$ cat src/hw/arb_config.svh
// arbiter configuration macros for channel count, value widths and register offsets
`ifndef ARB_CONFIG_SVH
`define ARB_CONFIG_SVH

`define ARB_NCH      16     // the max-index tree is fixed at 16 inputs
`define ARB_PRIO_W   8      // base priority
`define ARB_AGE_W    4      // waiting counter, saturates at 15
`define ARB_CMP_W    9      // base plus bonus with carry

`define ARB_REG_CTRL 8'h00  // bit 0 enable, bit 1 aging
`define ARB_REG_EN   8'h04  // channel enable mask
`define ARB_REG_STAT 8'h08  // read only
`define ARB_REG_PRIO 8'h40  // channel n at 0x40 + 4n

`endif

$ cat src/hw/arb_pkg.sv
// arbiter package with the Wishbone, configuration and status types
`include "arb_config.svh"

package arb_pkg;

    typedef struct packed {
        logic        cyc;
        logic        stb;
        logic        we;
        logic [7:0]  adr;
        logic [31:0] dat;
        logic [3:0]  sel;
    } wb_req_t;

    typedef struct packed {
        logic        ack;
        logic [31:0] dat;
    } wb_rsp_t;

    // busy lands on bit 12 of the status word
    typedef struct packed {
        logic       busy;
        logic [3:0] index;      // current or last grant
        logic [7:0] grant_cnt;  // wraps
    } arb_stat_t;

    typedef struct packed {
        logic                enable;
        logic                age_en;
        logic [`ARB_NCH-1:0] chan_en;
    } arb_cfg_t;

endpackage

$ cat src/hw/masked_max_reg.sv
// registered compare stage that picks the larger of two masked values
`timescale 1ns/1ps

module masked_max_reg #(
    parameter int width = 16
) (
    input  logic             clk,
    input  logic [width-1:0] i_a,
    input  logic             i_mask_a,
    input  logic [width-1:0] i_b,
    input  logic             i_mask_b,
    output logic [width-1:0] o_max,
    output logic             o_sel,
    output logic             o_valid
);

    logic pick_b;

    // b only wins when strictly greater
    assign pick_b = i_mask_b & (~i_mask_a | (i_b > i_a));

    always_ff @(posedge clk) begin
        o_max   <= pick_b ? i_b : i_a;
        o_sel   <= pick_b;
        o_valid <= i_mask_a | i_mask_b;  // either side present
    end

endmodule

$ cat src/hw/index_max_16.sv
// max-index tree that locates the largest of sixteen masked values in four cycles
`timescale 1ns/1ps

module index_max_16 #(
    parameter int width = 16
) (
    input  logic                   clk,
    input  logic                   i_reset,
    input  logic [15:0][width-1:0] i_values,
    input  logic [15:0]            i_mask,
    input  logic                   i_need,
    output logic [3:0]             o_index,
    output logic                   o_valid,
    output logic                   o_need     // i_need delayed to match o_index
);

    logic [7:0][width-1:0] max1;
    logic [7:0]            sel1;
    logic [7:0]            vld1;
    logic [3:0][width-1:0] max2;
    logic [3:0]            sel2;
    logic [3:0]            vld2;
    logic [1:0][width-1:0] max3;
    logic [1:0]            sel3;
    logic [1:0]            vld3;
    logic                  sel4;
    logic [7:0]            idx1_r;    // layer 1 selects, lined up with layer 2
    logic [3:0][1:0]       idx2_r;
    logic [1:0][2:0]       idx3_r;
    logic [3:0]            valid_dly;
    logic [3:0]            need_dly;
    logic [15:0]           mask_prev;
    logic                  mask_off;

    // a channel just dropped out, so results in flight are stale
    assign mask_off = |(~i_mask & mask_prev);

    for (genvar i = 0; i < 8; i++) begin : g_l1
        masked_max_reg #(.width(width)) u_cmp (
            .clk      (clk),
            .i_a      (i_values[2*i]),
            .i_mask_a (i_mask[2*i]),
            .i_b      (i_values[2*i+1]),
            .i_mask_b (i_mask[2*i+1]),
            .o_max    (max1[i]),
            .o_sel    (sel1[i]),
            .o_valid  (vld1[i])
        );
    end

    for (genvar i = 0; i < 4; i++) begin : g_l2
        masked_max_reg #(.width(width)) u_cmp (
            .clk      (clk),
            .i_a      (max1[2*i]),
            .i_mask_a (vld1[2*i]),
            .i_b      (max1[2*i+1]),
            .i_mask_b (vld1[2*i+1]),
            .o_max    (max2[i]),
            .o_sel    (sel2[i]),
            .o_valid  (vld2[i])
        );
    end

    for (genvar i = 0; i < 2; i++) begin : g_l3
        masked_max_reg #(.width(width)) u_cmp (
            .clk      (clk),
            .i_a      (max2[2*i]),
            .i_mask_a (vld2[2*i]),
            .i_b      (max2[2*i+1]),
            .i_mask_b (vld2[2*i+1]),
            .o_max    (max3[i]),
            .o_sel    (sel3[i]),
            .o_valid  (vld3[i])
        );
    end

    masked_max_reg #(.width(width)) u_cmp_l4 (
        .clk      (clk),
        .i_a      (max3[0]),
        .i_mask_a (vld3[0]),
        .i_b      (max3[1]),
        .i_mask_b (vld3[1]),
        .o_max    (),
        .o_sel    (sel4),
        .o_valid  ()
    );

    // index grows one bit per layer from the delayed lower selects
    always_ff @(posedge clk) begin
        idx1_r <= sel1;
        for (int j = 0; j < 4; j++) begin
            idx2_r[j] <= {sel2[j], sel2[j] ? idx1_r[2*j+1] : idx1_r[2*j]};
        end
        for (int k = 0; k < 2; k++) begin
            idx3_r[k] <= {sel3[k], sel3[k] ? idx2_r[2*k+1] : idx2_r[2*k]};
        end
    end

    always_ff @(posedge clk) begin
        if (i_reset) begin
            valid_dly <= '0;
            need_dly  <= '0;
            mask_prev <= '0;
        end else begin
            valid_dly <= {valid_dly[2:0], |i_mask & ~mask_off};
            need_dly  <= {need_dly[2:0], i_need};
            mask_prev <= i_mask;
        end
    end

    assign o_index = {sel4, sel4 ? idx3_r[1] : idx3_r[0]};
    assign o_valid = &valid_dly;  // whole history must agree
    assign o_need  = need_dly[3];

endmodule

$ cat src/hw/prio_age.sv
// priority aging block that forms each channel's effective priority from base and wait time
`timescale 1ns/1ps
`include "arb_config.svh"

module prio_age import arb_pkg::*; (
    input  logic                                  clk,
    input  logic                                  i_reset,
    input  arb_cfg_t                              i_cfg,
    input  logic [`ARB_NCH-1:0][`ARB_PRIO_W-1:0]  i_base,
    input  logic [`ARB_NCH-1:0]                   i_req,
    input  logic [`ARB_NCH-1:0]                   i_grant,
    output logic [`ARB_NCH-1:0][`ARB_CMP_W-1:0]   o_values
);

    localparam int CMP_W = `ARB_CMP_W;

    logic [3:0]                          tick_div;   // free running
    logic                                tick;
    logic [`ARB_NCH-1:0][`ARB_AGE_W-1:0] age;
    logic [`ARB_NCH-1:0][`ARB_AGE_W-1:0] age_next;

    assign tick = &tick_div;  // once every 16 cycles

    always_comb begin
        for (int ch = 0; ch < `ARB_NCH; ch++) begin
            // only pending, enabled, ungranted channels age
            if (!i_cfg.age_en || !i_cfg.chan_en[ch] || !i_req[ch] || i_grant[ch])
                age_next[ch] = '0;
            else if (tick && age[ch] != '1)
                age_next[ch] = age[ch] + 1'b1;
            else
                age_next[ch] = age[ch];  // saturated or between ticks
        end
    end

    always_ff @(posedge clk) begin
        if (i_reset) begin
            tick_div <= '0;
            age      <= '0;
            o_values <= '0;
        end else begin
            tick_div <= tick_div + 1'b1;
            age      <= age_next;
            for (int ch = 0; ch < `ARB_NCH; ch++) begin
                o_values[ch] <= CMP_W'(i_base[ch]) + CMP_W'(age_next[ch]);
            end
        end
    end

endmodule

$ cat src/hw/arb_regs.sv
// Wishbone classic register block with arbiter control, enable mask, priorities and status
`timescale 1ns/1ps
`include "arb_config.svh"

module arb_regs import arb_pkg::*; (
    input  logic                                  clk,
    input  logic                                  i_reset,
    input  wb_req_t                               i_wb,
    input  arb_stat_t                             i_stat,
    output wb_rsp_t                               o_wb,
    output arb_cfg_t                              o_cfg,
    output logic [`ARB_NCH-1:0][`ARB_PRIO_W-1:0]  o_base
);

    localparam int NCH = `ARB_NCH;

    logic                           ack_r;
    logic [31:0]                    rdata_r;
    logic                           access;    // first cycle of a bus cycle
    logic                           ctrl_en;
    logic                           ctrl_age;
    logic [NCH-1:0]                 chan_en;
    logic [NCH-1:0][`ARB_PRIO_W-1:0] prio;
    logic                           hit_prio;
    logic [3:0]                     prio_ch;
    logic [31:0]                    rd_mux;

    assign access   = i_wb.cyc & i_wb.stb & ~ack_r;  // no second ack back to back
    assign hit_prio = i_wb.adr[7:6] == `ARB_REG_PRIO >> 6 && i_wb.adr[1:0] == 2'b00;
    assign prio_ch  = i_wb.adr[5:2];

    always_comb begin
        rd_mux = '0;  // unmapped reads as zero
        if (hit_prio) begin
            rd_mux[`ARB_PRIO_W-1:0] = prio[prio_ch];
        end else begin
            case (i_wb.adr)
                `ARB_REG_CTRL: rd_mux[1:0] = {ctrl_age, ctrl_en};
                `ARB_REG_EN:   rd_mux[NCH-1:0] = chan_en;
                `ARB_REG_STAT: rd_mux[$bits(arb_stat_t)-1:0] = i_stat;
                default:       rd_mux = '0;
            endcase
        end
    end

    always_ff @(posedge clk) begin
        if (i_reset) begin
            ack_r    <= 1'b0;
            ctrl_en  <= 1'b0;
            ctrl_age <= 1'b0;
            chan_en  <= '1;
            prio     <= '0;
        end else begin
            ack_r <= access;
            if (access && i_wb.we) begin
                if (hit_prio) begin
                    if (i_wb.sel[0])
                        prio[prio_ch] <= i_wb.dat[`ARB_PRIO_W-1:0];
                end else if (i_wb.adr == `ARB_REG_CTRL) begin
                    ctrl_en  <= i_wb.dat[0];
                    ctrl_age <= i_wb.dat[1];
                end else if (i_wb.adr == `ARB_REG_EN) begin
                    chan_en <= i_wb.dat[NCH-1:0];
                end
            end
        end
    end

    always_ff @(posedge clk) begin
        if (i_reset)
            rdata_r <= '0;
        else if (access)
            rdata_r <= rd_mux;  // valid with ack
    end

    assign o_wb.ack      = ack_r;
    assign o_wb.dat      = rdata_r;
    assign o_cfg.enable  = ctrl_en;
    assign o_cfg.age_en  = ctrl_age;
    assign o_cfg.chan_en = chan_en;
    assign o_base        = prio;

endmodule

$ cat src/hw/grant_ctrl.sv
// grant controller that turns the tree result into a held one-hot grant until done
`timescale 1ns/1ps
`include "arb_config.svh"

module grant_ctrl import arb_pkg::*; (
    input  logic                clk,
    input  logic                i_reset,
    input  arb_cfg_t            i_cfg,
    input  logic [`ARB_NCH-1:0] i_req,
    input  logic                i_done,
    input  logic [3:0]          i_index,
    input  logic                i_valid,
    input  logic                i_need,
    output logic [`ARB_NCH-1:0] o_mask,
    output logic                o_need,
    output logic [`ARB_NCH-1:0] o_grant,
    output arb_stat_t           o_stat
);

    localparam int NCH = `ARB_NCH;

    logic       busy;
    logic [3:0] last_idx;
    logic [7:0] grant_cnt;
    logic       take;      // tree result accepted this cycle

    // winner must still be requesting so a stale index is never taken
    assign take   = ~busy & i_valid & i_need & i_req[i_index];
    assign o_need = |o_mask;

    always_ff @(posedge clk) begin
        if (i_reset) begin
            o_mask    <= '0;
            busy      <= 1'b0;
            o_grant   <= '0;
            last_idx  <= '0;
            grant_cnt <= '0;
        end else begin
            // registered so it lines up with the effective values
            o_mask <= i_req & i_cfg.chan_en & {NCH{i_cfg.enable & ~busy & ~take}};
            if (take) begin
                busy      <= 1'b1;
                o_grant   <= NCH'(1) << i_index;
                last_idx  <= i_index;
                grant_cnt <= grant_cnt + 1'b1;  // wraps
            end else if (busy && i_done) begin
                busy    <= 1'b0;
                o_grant <= '0;
            end
        end
    end

    assign o_stat.busy      = busy;
    assign o_stat.index     = last_idx;
    assign o_stat.grant_cnt = grant_cnt;

endmodule

$ cat src/hw/chan_arbiter_top.sv
// sixteen-channel arbiter top joining registers, aging, max-index tree and grant control
`timescale 1ns/1ps
`include "arb_config.svh"

module chan_arbiter_top import arb_pkg::*; (
    input  logic                clk,
    input  logic                i_reset,
    input  wb_req_t             i_wb,
    input  logic [`ARB_NCH-1:0] i_req,
    input  logic                i_done,
    output wb_rsp_t             o_wb,
    output logic [`ARB_NCH-1:0] o_grant
);

    arb_cfg_t                            cfg;
    arb_stat_t                           stat;
    logic [`ARB_NCH-1:0][`ARB_PRIO_W-1:0] base;
    logic [`ARB_NCH-1:0][`ARB_CMP_W-1:0]  values;    // effective priorities
    logic [`ARB_NCH-1:0]                  mask;
    logic                                 need_in;
    logic                                 need_out;
    logic                                 tree_valid;
    logic [3:0]                           tree_index;

    arb_regs u_regs (
        .clk     (clk),
        .i_reset (i_reset),
        .i_wb    (i_wb),
        .i_stat  (stat),
        .o_wb    (o_wb),
        .o_cfg   (cfg),
        .o_base  (base)
    );

    prio_age u_age (
        .clk      (clk),
        .i_reset  (i_reset),
        .i_cfg    (cfg),
        .i_base   (base),
        .i_req    (i_req),
        .i_grant  (o_grant),  // granted channels restart their wait
        .o_values (values)
    );

    index_max_16 #(.width(`ARB_CMP_W)) u_tree (
        .clk      (clk),
        .i_reset  (i_reset),
        .i_values (values),
        .i_mask   (mask),
        .i_need   (need_in),
        .o_index  (tree_index),
        .o_valid  (tree_valid),
        .o_need   (need_out)
    );

    grant_ctrl u_grant (
        .clk     (clk),
        .i_reset (i_reset),
        .i_cfg   (cfg),
        .i_req   (i_req),
        .i_done  (i_done),
        .i_index (tree_index),
        .i_valid (tree_valid),
        .i_need  (need_out),
        .o_mask  (mask),
        .o_need  (need_in),
        .o_grant (o_grant),
        .o_stat  (stat)
    );

endmodule

$ cat config.mk
export PLATFORM = sky130hd
export DESIGN_NAME = chan_arbiter_top
export DESIGN_NICKNAME = d
export VERILOG_FILES = /design/src/hw/arb_pkg.sv /design/src/hw/masked_max_reg.sv /design/src/hw/index_max_16.sv /design/src/hw/prio_age.sv /design/src/hw/arb_regs.sv /design/src/hw/grant_ctrl.sv /design/src/hw/chan_arbiter_top.sv
export VERILOG_INCLUDE_DIRS = /design/src /design/src/hw
export SDC_FILE = /design/constraint.sdc
export NUM_CORES = 1
export LEC_CHECK = 0
export ABC_CLOCK_PERIOD_IN_PS = 3880
export BUFFER_PORTS_ARGS = -buffer_cell sky130_fd_sc_hd__buf_4
export CORE_ASPECT_RATIO = 1.4
export CORE_MARGIN = 5
export CORE_UTILIZATION = 50
export CTS_BUF_LIST = sky130_fd_sc_hd__clkbuf_4 sky130_fd_sc_hd__clkbuf_8 sky130_fd_sc_hd__clkbuf_16
export DETAILED_ROUTE_END_ITERATION = 10
export PLACE_DENSITY = 0.67
export SLEW_MARGIN = 10
export SYNTH_ARGS = -nofsm -noshare
export SYNTH_HDL_FRONTEND = slang
export SYNTH_SLANG_ARGS = --single-unit
$ cat constraint.sdc
create_clock -name clk -period 3.88 [get_ports clk]
set_clock_uncertainty 0.2 [all_clocks]
set_input_delay 0.776 -clock clk [delete_from_list [all_inputs] [get_ports clk]]
set_output_delay 0.776 -clock clk [all_outputs]
set_load 0.005 [all_outputs]
Word level (Yosys, flattened, before mapping)
Index checks and enable logic that the tools add are counted.

storage, ports and cells
  register bits = 637
  input port bits = 66
  output and inout port bits = 49
  word-level logic and storage cells = 441

cells by class
  add/sub/neg operators = 34
  order comparisons = 18
  equality and inequality tests = 19
  shifts and indexed selects = 1
  multiplexer cells = 69
  bitwise logic cells = 77
  reductions and logical operators = 111

operators by type and width
  operator                                                     number
  adder 8 x 4 -> 9 bit                                         16
  greater-than comparator 9 bit                                15
  bitwise mux 128 bit                                          1
  two-way mux 4 bit                                            32
  two-way mux 9 bit                                            14
  adder 4 x 1 -> 4 bit (second input constant)                 17
  inequality test 4 bit (second input constant)                16
  AND 16 bit                                                   3
  logical OR 1 bit                                             48
  logical NOT 1 bit                                            33
  binary-select mux 8 bit (select 4 bit)                       1
  demux 8 bit (select 4 bit)                                   1
  two-way mux 16 bit                                           2
  two-way mux 8 bit                                            4
  OR reduction 16 bit                                          2
  OR 1 bit                                                     29
  AND 1 bit                                                    23
  case mux 11 bit (2 select lines)                             1
  NOT 1 bit                                                    21
  logical AND 1 bit                                            20
  NOT 16 bit                                                   1
  left shift 1 x 4 -> 16 bit (first input constant)            1
  AND reduction 4 bit                                          3
  less-than comparator 4 x 5 -> 1 bit (second input constant)  2
  14 further kinds                                             23

Longest topological paths before layout
Gate-level depths: netlist (run 1).

  word-level depth = 7
  mapped depth = 16
  mapped depth without buffers = 14

By module
From an unflattened synthesis (run 1), not the netlist that was laid out.

second synthesis, totals
  cells, all modules = 3153
  area total of the unflattened synthesis = 30041.3 sq um

by module, submodules not included
  module                                     times used  cells an instance  area an instance (sq um)  sequential area each (sq um)
  prio_age                                   1           1126               10493.8                   4244.1
  masked_max_reg (u_tree.g_l1[0].u_cmp ...)  14          54                 583.1                     220.2
  arb_regs                                   1           887                7344.5                    3263.1
  grant_ctrl                                 1           216                2072.0                    900.9
  index_max_16                               1           114                1377.6                    920.9
  masked_max_reg (u_tree.g_l1[6].u_cmp)      1           54                 590.6                     220.2

Worst setup path after synthesis (run 1)
OpenSTA, ideal clock, no wires.

  kind = flip-flop to flip-flop
  from = register u_age.tick_div[0]
  to = register u_age.o_values[87] (netlist name)
  library setup time = 128 ps
  arrival = 2772 ps
  data required time = 3552 ps
  setup slack = 780 ps
  stages on the path, launching flop included = 14
  path buffers = 1
  period minus slack after synthesis = 3100 ps
  cells stage by stage = dfxtp_1 > ha_1 > nand3_1 > clkbuf_1 > a31oi_1 > xnor2_1 > nor2_1 > ha_1 > fa_1 > a21o_1 > a21oi_1 > nand3b_1 > xor2_1 > nor2_1

RTL lines
  what                             line            source
  from (decl)                      prio_age.sv:17  logic [3:0] tick_div;
  from (signal assigned)           prio_age.sv:42  tick_div <= tick_div + 1'b1;
  to (signal, indexed assignment)  prio_age.sv:45  o_values[ch] <= CMP_W'(i_base[ch]) + CMP_W'(age_next[ch]);
  to (decl)                        prio_age.sv:12  output logic [`ARB_NCH-1:0][`ARB_CMP_W-1:0] o_values

==> summary.md, run 1 <==
| Metric | Value |
|---|---|
| WHS Path Cells | `0` |
| Outcome | `complete, no violations` |
| Final Cycle Share | `90.4%` |
| Post-CTS setup buffers | `0` |
| Hold WS | `0.127 ns` |
| IO Pins | `115` |
| Yosys cell types | `75` |
| Max Root-Sink Buffers | `3` |
| Initial antenna violation count | `0` |
| Max Fclk | `0.285 GHz` |
| Tot GR Track Use | `24.9%` |
| Max-cap violation count | `0` |
| Clock tree root driver cell | `clkbuf_16` |
| Cell count after synthesis | `3022` |
| Drt initial violations | `1630` |
| Worst Path Buf+Inv | `1` |
| H-tree lvl count | `2` |
| WP depth | `13` |
| Gr ovfl total | `0` |
| Final setup viols | `0` |
| Post-cts resize count | `0` |
| Crit path DAT | `3.80 ns` |
| Fin nets | `3372` |
| Yosys warning total | `0` |
| Yosys reg bits | `621` |
| Initial Util | `50.3%` |
| Clk_lat worst skew | `0.62 ns` |
| Global-route wire length before repair | `121 mm` |
| Gpl congestion | `0.946` |
| Critical-path maximum fanout | `14` |
| Worst Hold Class | `reg2reg` |
| Wire per inst | `20.5 um` |
| Die ar. | `62700 um^2` |
| Die Y | `294 um` |
| Vias | `21900` |
| CTS tree | `built` |
| Post-detail-place hpwl | `60.7 mm` |
| CTS clk-pin slew, worst paths | `0.06 ns` |
| Largest net degree at the start of global routing | `112` |
| Sink Count | `621` |
| Leakage | `12.6 nW` |
| Syn Area/Cell | `9.55 um^2` |
| DRT Wirelength | `79.2 mm` |
| Worst Setup End Kind | `flip-flop` |
| Required time worst endpoint | `4.18 ns` |
| Post-synthesis async set-or-reset flop share | `0%` |
| Slowest CP cell | `fa_1` |
| Commonest non-fill, non-tap cell in the layout | `dfxtp_1` |
| Worst VDD drop | `0.386 mV` |
| # fillers | `4961` |
| Routed Antenna Nets | `0` |
| Sequential fraction of the synthesis area | `43.1%` |
| Port Buffers | `79` |
| Final setup margin | `0.372 ns` |
| RSZ-0062 raised after global routing | `no` |
| Crit start category | `flip-flop` |
| Inst Count DP | `3756` |
| Ys flop type | `dfxtp_1` |
| Top Family by Delay on Critical Path | `adder cells` |
| DRC | `0` |
| Power Dens Cells | `388 nW/um^2` |
| Post-Place Setup Slack | `0.386 ns` |
| Max Slew Vio Count | `0` |
| Synthesis-to-finish area growth | `11.3%` |
| Commonest non-fill, non-tap cells in the layout | `621 x dfxtp_1, 281 x nor2_1, 247 x nand2_1` |
| # rows | `104` |
| Fin cells | `3861` |
| Vias per cell | `5.67` |
| EDFF count, synth | `0` |
| Num CTS Buffers | `57` |
| Crit-path cells | `ha_1, nand3_1, buf_12, a31oi_1, xnor2_1, nor2_1, ha_1, fa_1, a21o_1, a21oi_1, nand3b_1, xor2_1, nor2_1` |
| Core region area | `57400 um^2` |
| Die W | `213 um` |
| Layout cells sized above 1 | `14.2%` |
| Minimum clock period | `3.51 ns` |
| Fin. Hold Viols | `0` |
| First drt pass iteration count | `8` |
| # hold bufs at CTS | `0` |
| Setup_tns | `0 ns` |
| Rel. slew slack | `43.4%` |
| Setup CP Type | `reg2reg` |
| Mapped Area | `28800 um^2` |
| Transition time of the tightest slew-check pin | `0.849 ns` |
| R2R depth | `13` |
| Vias in the first global route | `22000` |
| Slowest stage delay, CP | `0.41 ns` |
-- area by class of cell --
cell class | instances | area, um^2 | share of cell area (%)
Sequential cell | 621 | 12400 | 38.7
Tap cell | 742 | 928 | 2.89
Inverter | 209 | 785 | 2.44
Multi-Input combinational cell | 2070 | 15100 | 46.9
Clock buffer | 80 | 1720 | 5.34
Timing Repair Buffer | 114 | 951 | 2.96
Antenna cell | 1 | 2.50 | 0.00779
Clock inverter | 24 | 238 | 0.740
-- through the flow --
stage	instance area, um^2	util (%)	total power, mW
after floorplan	28900	-	6.71
after global placement	30200	52.6	6.80
after detailed placement	30200	52.6	6.81
after CTS	32100	56.0	12.6
after global routing	32100	56.0	12.8
final	32100	56.0	12.5
-- state kept, by name (all words and copies together), names as in the netlist, 16 cells and up --
signal,flops
u_regs.o_base,128
u_tree.mask_prev,16
u_tree.g_l1.u_cmp.o_max,72
u_age.age,64
u_grant.o_mask,16
u_regs.rdata_r,16
u_tree.g_l3.u_cmp.o_max,18
u_tree.g_l2.u_cmp.o_max,36
u_grant.o_grant,16
u_age.o_values,144
u_regs.chan_en,16
-- path summary, 6_finish.rpt --
kind	start	endpoint	slack [ns]
hold reg to reg	u_tree.g_l1[2].u_cmp.o_sel	u_tree.idx1_r[2]	0.13
setup / recovery	u_age.tick_div[0]	u_age.o_values[42]	0.37
hold / removal	u_tree.g_l1[2].u_cmp.o_sel	u_tree.idx1_r[2]	0.13
setup reg to reg	u_age.tick_div[0]	u_age.o_values[42]	0.37
-- where the power goes --
group	switching, mW	leakage, nW	internal [mW]	total (mW)
clock network	2.45	0.978	3.35	5.79
logic	0.205	6.67	0.0854	0.290
registers	0.00428	5.00	6.38	6.38
-- synthesized netlist by cell type, drive strengths merged, types with 9 or more instances --
cell type / number / area share, %
nor3: 78 / 1.4
nor2b: 114 / 2.5
a31oi: 12 / 0.26
clkbuf: 95 / 1.2
nor2: 286 / 3.8
o211ai: 10 / 0.26
xor2: 78 / 2.4
a211oi: 32 / 0.83
a222oi: 10 / 0.35
fa: 16 / 1.1
xnor2: 36 / 1.1
o21ai: 83 / 1.5
inv: 209 / 2.7
dfxtp: 621 / 43
nand4: 40 / 0.87
nand3: 134 / 2.3
nand3b: 27 / 0.70
a21o: 26 / 0.68
o22ai: 17 / 0.56
a21oi: 164 / 2.9
a221oi: 11 / 0.33
buf: 42 / 0.94
mux4: 40 / 3.1
nand2: 247 / 3.2
mux2: 141 / 5.5
ha: 217 / 9.4
o2111ai: 16 / 0.49
nand2b: 33 / 0.72
or2: 11 / 0.24
nor4: 10 / 0.29
mux2i: 70 / 2.4
o21a: 9 / 0.23
nand4b: 24 / 0.73
-- metal layers --
metal	up-vias	global-route usage, %	share of wire, %
met3	190	4.02	5.8
li1	10600	-	-
met1	10500	28.7	39
met4	0	14.0	6.5
met5	-	0	0
met2	652	43.5	49
-- cell families (layout without fill, tap and decap cells) --
kind of cell             count (synthesis)  after routing  share of synthesized area (%)
other                                    1             17                         0.0130
AO/OA/AOI/OAI                          417            417                           9.19
flip-flops                             621            621                           43.1
adder cells (fa/ha/maj)                233            233                           10.5
AND/OR/NAND/NOR                       1039           1039                           17.7
XOR/XNOR                               114            114                           3.46
buffers and inverters                  346            427                           4.90
multiplexers                           251            251                           11.1
Power figures use the tool's default switching activity.
==> inputs of run 2 (changes only) <==
- CAP_MARGIN: not set -> 20
- CORE_ASPECT_RATIO: 1.4 -> not set
==> run 2 against run 1 <==
- sequential cell count is the same
- first-iteration DRC count grew 9.7%
- setup slack lost 0.032 ns
- cell count grew 1.1%
- final area grew 1.2%
- global-route usage shrank 0.41 points
- wire length shrank 0.12%
- critical path depth is the same
- die area shrank 0.11%
- sequential power is essentially flat
==> summary.md, run 2 (synthesized netlist as in run 1, its figures left out) <==
| Metric | Value |
|---|---|
| FF+latch area | `12400 um^2 (unchanged)` |
| Reg with most FFs | `u_age.o_values` |
| Leakage | `12.8 nW (+1.5%)` |
| Core region area | `57500 um^2 (+0.16%)` |
| Rel. slew slack | `36.0% (-7.4 points)` |
| Worst Setup End Kind | `flip-flop` |
| Inst Count DP | `3783 (+0.72%)` |
| Critical-path maximum fanout | `12 (-2)` |
| Clock tree root driver cell | `clkbuf_16` |
| Gr ovfl total | `0 (unchanged)` |
| Multi-input logic area | `15100 um^2 (about the same)` |
| Max-cap violation count | `0 (unchanged)` |
| Die W | `250 um (+17%)` |
| Transition time of the tightest slew-check pin | `0.952 ns (+0.102 ns)` |
| Fin cells | `3904 (+1.1%)` |
| Routed Antenna Nets | `0 (unchanged)` |
| Global-route wire length before repair | `121 mm (-0.15%)` |
| Commonest non-fill, non-tap cells in the layout | `621 x dfxtp_1, 281 x nor2_1, 247 x nand2_1` |
| Vias per cell | `5.70 (+0.40%)` |
| Largest register FFs | `144 (unchanged)` |
| Die ar. | `62600 um^2 (-0.11%)` |
| Largest net degree at the start of global routing | `137 (+22%)` |
| Final setup viols | `0 (unchanged)` |
| Vias in the first global route | `21700 (-1.3%)` |
| Layout cells sized above 1 | `14.8% (+0.58 points)` |
| Sink Count | `621 (unchanged)` |
| # rows | `88 (-15%)` |
| Gpl congestion | `1.04 (+9.8%)` |
| Post-detail-place hpwl | `59.8 mm (-1.5%)` |
| CTS clk-pin slew, worst paths | `0.06 ns (about the same)` |
| Synthesis-to-finish area growth | `12.7%` |
| DRT Wirelength | `79.1 mm (-0.12%)` |
| Worst R2R Setup Slack | `0.34 ns (-0.03 ns)` |
| Max Slew Vio Count | `0 (unchanged)` |
| Crit start category | `flip-flop` |
| Worst VDD drop | `0.271 mV (-30%)` |
| Vias | `22200 (+1.5%)` |
| IO Pins | `115 (unchanged)` |
| H-tree lvl count | `3 (+1)` |
| Minimum clock period | `3.54 ns (+0.0322 ns)` |
| Die Y | `250 um (-15%)` |
| DRC | `0 (unchanged)` |
| Commonest non-fill, non-tap cell in the layout | `dfxtp_1` |
| Setup CP Type | `reg2reg` |
| Final Cycle Share | `91.2% (+0.83 points)` |
| CTS tree | `built` |
| Initial Util | `50.2% (-0.079 points)` |
| Max Fclk | `0.282 GHz (-0.91%)` |
| Post-CTS setup buffers | `0 (unchanged)` |
| # fillers | `4952 (-0.18%)` |
| First drt pass iteration count | `7 (-1)` |
| Drt initial violations | `1788 (+9.7%)` |
| Initial antenna violation count | `7 (+7)` |
| Required time worst endpoint | `4.14 ns (-0.04 ns)` |
| Crit path DAT | `3.80 ns (about the same)` |
| Tot GR Track Use | `24.5% (-0.41 points)` |
| Clk_lat worst skew | `0.60 ns (-0.02 ns)` |
| Port Buffers | `79 (unchanged)` |
| Power Dens Cells | `407 nW/um^2 (+5.0%)` |
| Outcome | `complete, no violations` |
| Max Root-Sink Buffers | `3 (unchanged)` |
| RSZ-0062 raised after global routing | `no` |
| Wire per inst | `20.3 um (-1.2%)` |
| Fin nets | `3385 (+0.39%)` |
| Worst Hold Class | `reg2reg` |
| Setup_tns | `0 ns (unchanged)` |
| Num CTS Buffers | `66 (+16%)` |
| Fin. Hold Viols | `0 (unchanged)` |
[run 2: cell type report]
class / count / share of cell area [%]
multi-input combinational: 2070 / 46.4
sequential: 621 / 38.3
clock buffer: 96 / 6.42
tap: 765 / 2.95
timing repair buffer: 118 / 2.86
inverter: 209 / 2.41
clock inverter: 24 / 0.728
antenna: 1 / 0.00770
[run 2: worst paths after layout]
kind / startpoint / end / cells after the start
hold reg to reg: u_tree.g_l1[0].u_cmp.o_sel / u_tree.idx1_r[0] / 0
setup / recovery: u_age.tick_div[0] / u_age.o_values[87] / 13
hold / removal: u_tree.g_l1[0].u_cmp.o_sel / u_tree.idx1_r[0] / 0
setup reg to reg: u_age.tick_div[0] / u_age.o_values[87] / 13
[run 2: what timing repair did]
action                                  in CTS  in global routing
gates resized for setup                      0                  1
endpoints found under the setup margin       0                  1
hold buffers                                 0                  0
[run 2: power by group]
part	switching [mW]	internal [mW]
clock network	2.55	4.01
registers	0.00430	6.38
logic	0.209	0.0857
[run 2: through the flow]
stage               hold slack [ns]  instance area (um^2)  util [%]  setup WS [ns]  power (mW)
CTS                           0.130                 32500      56.5          0.240        13.3
global route                  0.134                 32500      56.5          0.141        13.6
floorplan                     0.110                 28900         -          0.780        6.71
detailed placement            0.116                 30200      52.5          0.256        6.81
finish                        0.128                 32500      56.5          0.340        13.2
global placement              0.110                 30200      52.5          0.307        6.81
[run 2: routing by layer]
metal  up-vias  share of wire (%)  track usage, %
met3       152                8.0            5.09
met5         -              0.010               0
met2       814                 45            39.3
met1     10700                 43            32.8
met4         2                3.5            9.06
li1      10600                  -               -
[run 2: worst max-delay path, cell delays in order (launching register included)]
cell and delay, ns:
dfxtp_1 0.36, ha_1 0.23, nand3_1 0.29, buf_12 0.27
a31oi_1 0.33, xnor2_1 0.19, nor2_1 0.07, ha_1 0.22
fa_1 0.40, a21o_1 0.19, a21oi_1 0.26, nand3b_1 0.16
xor2_1 0.15, nor2_1 0.05
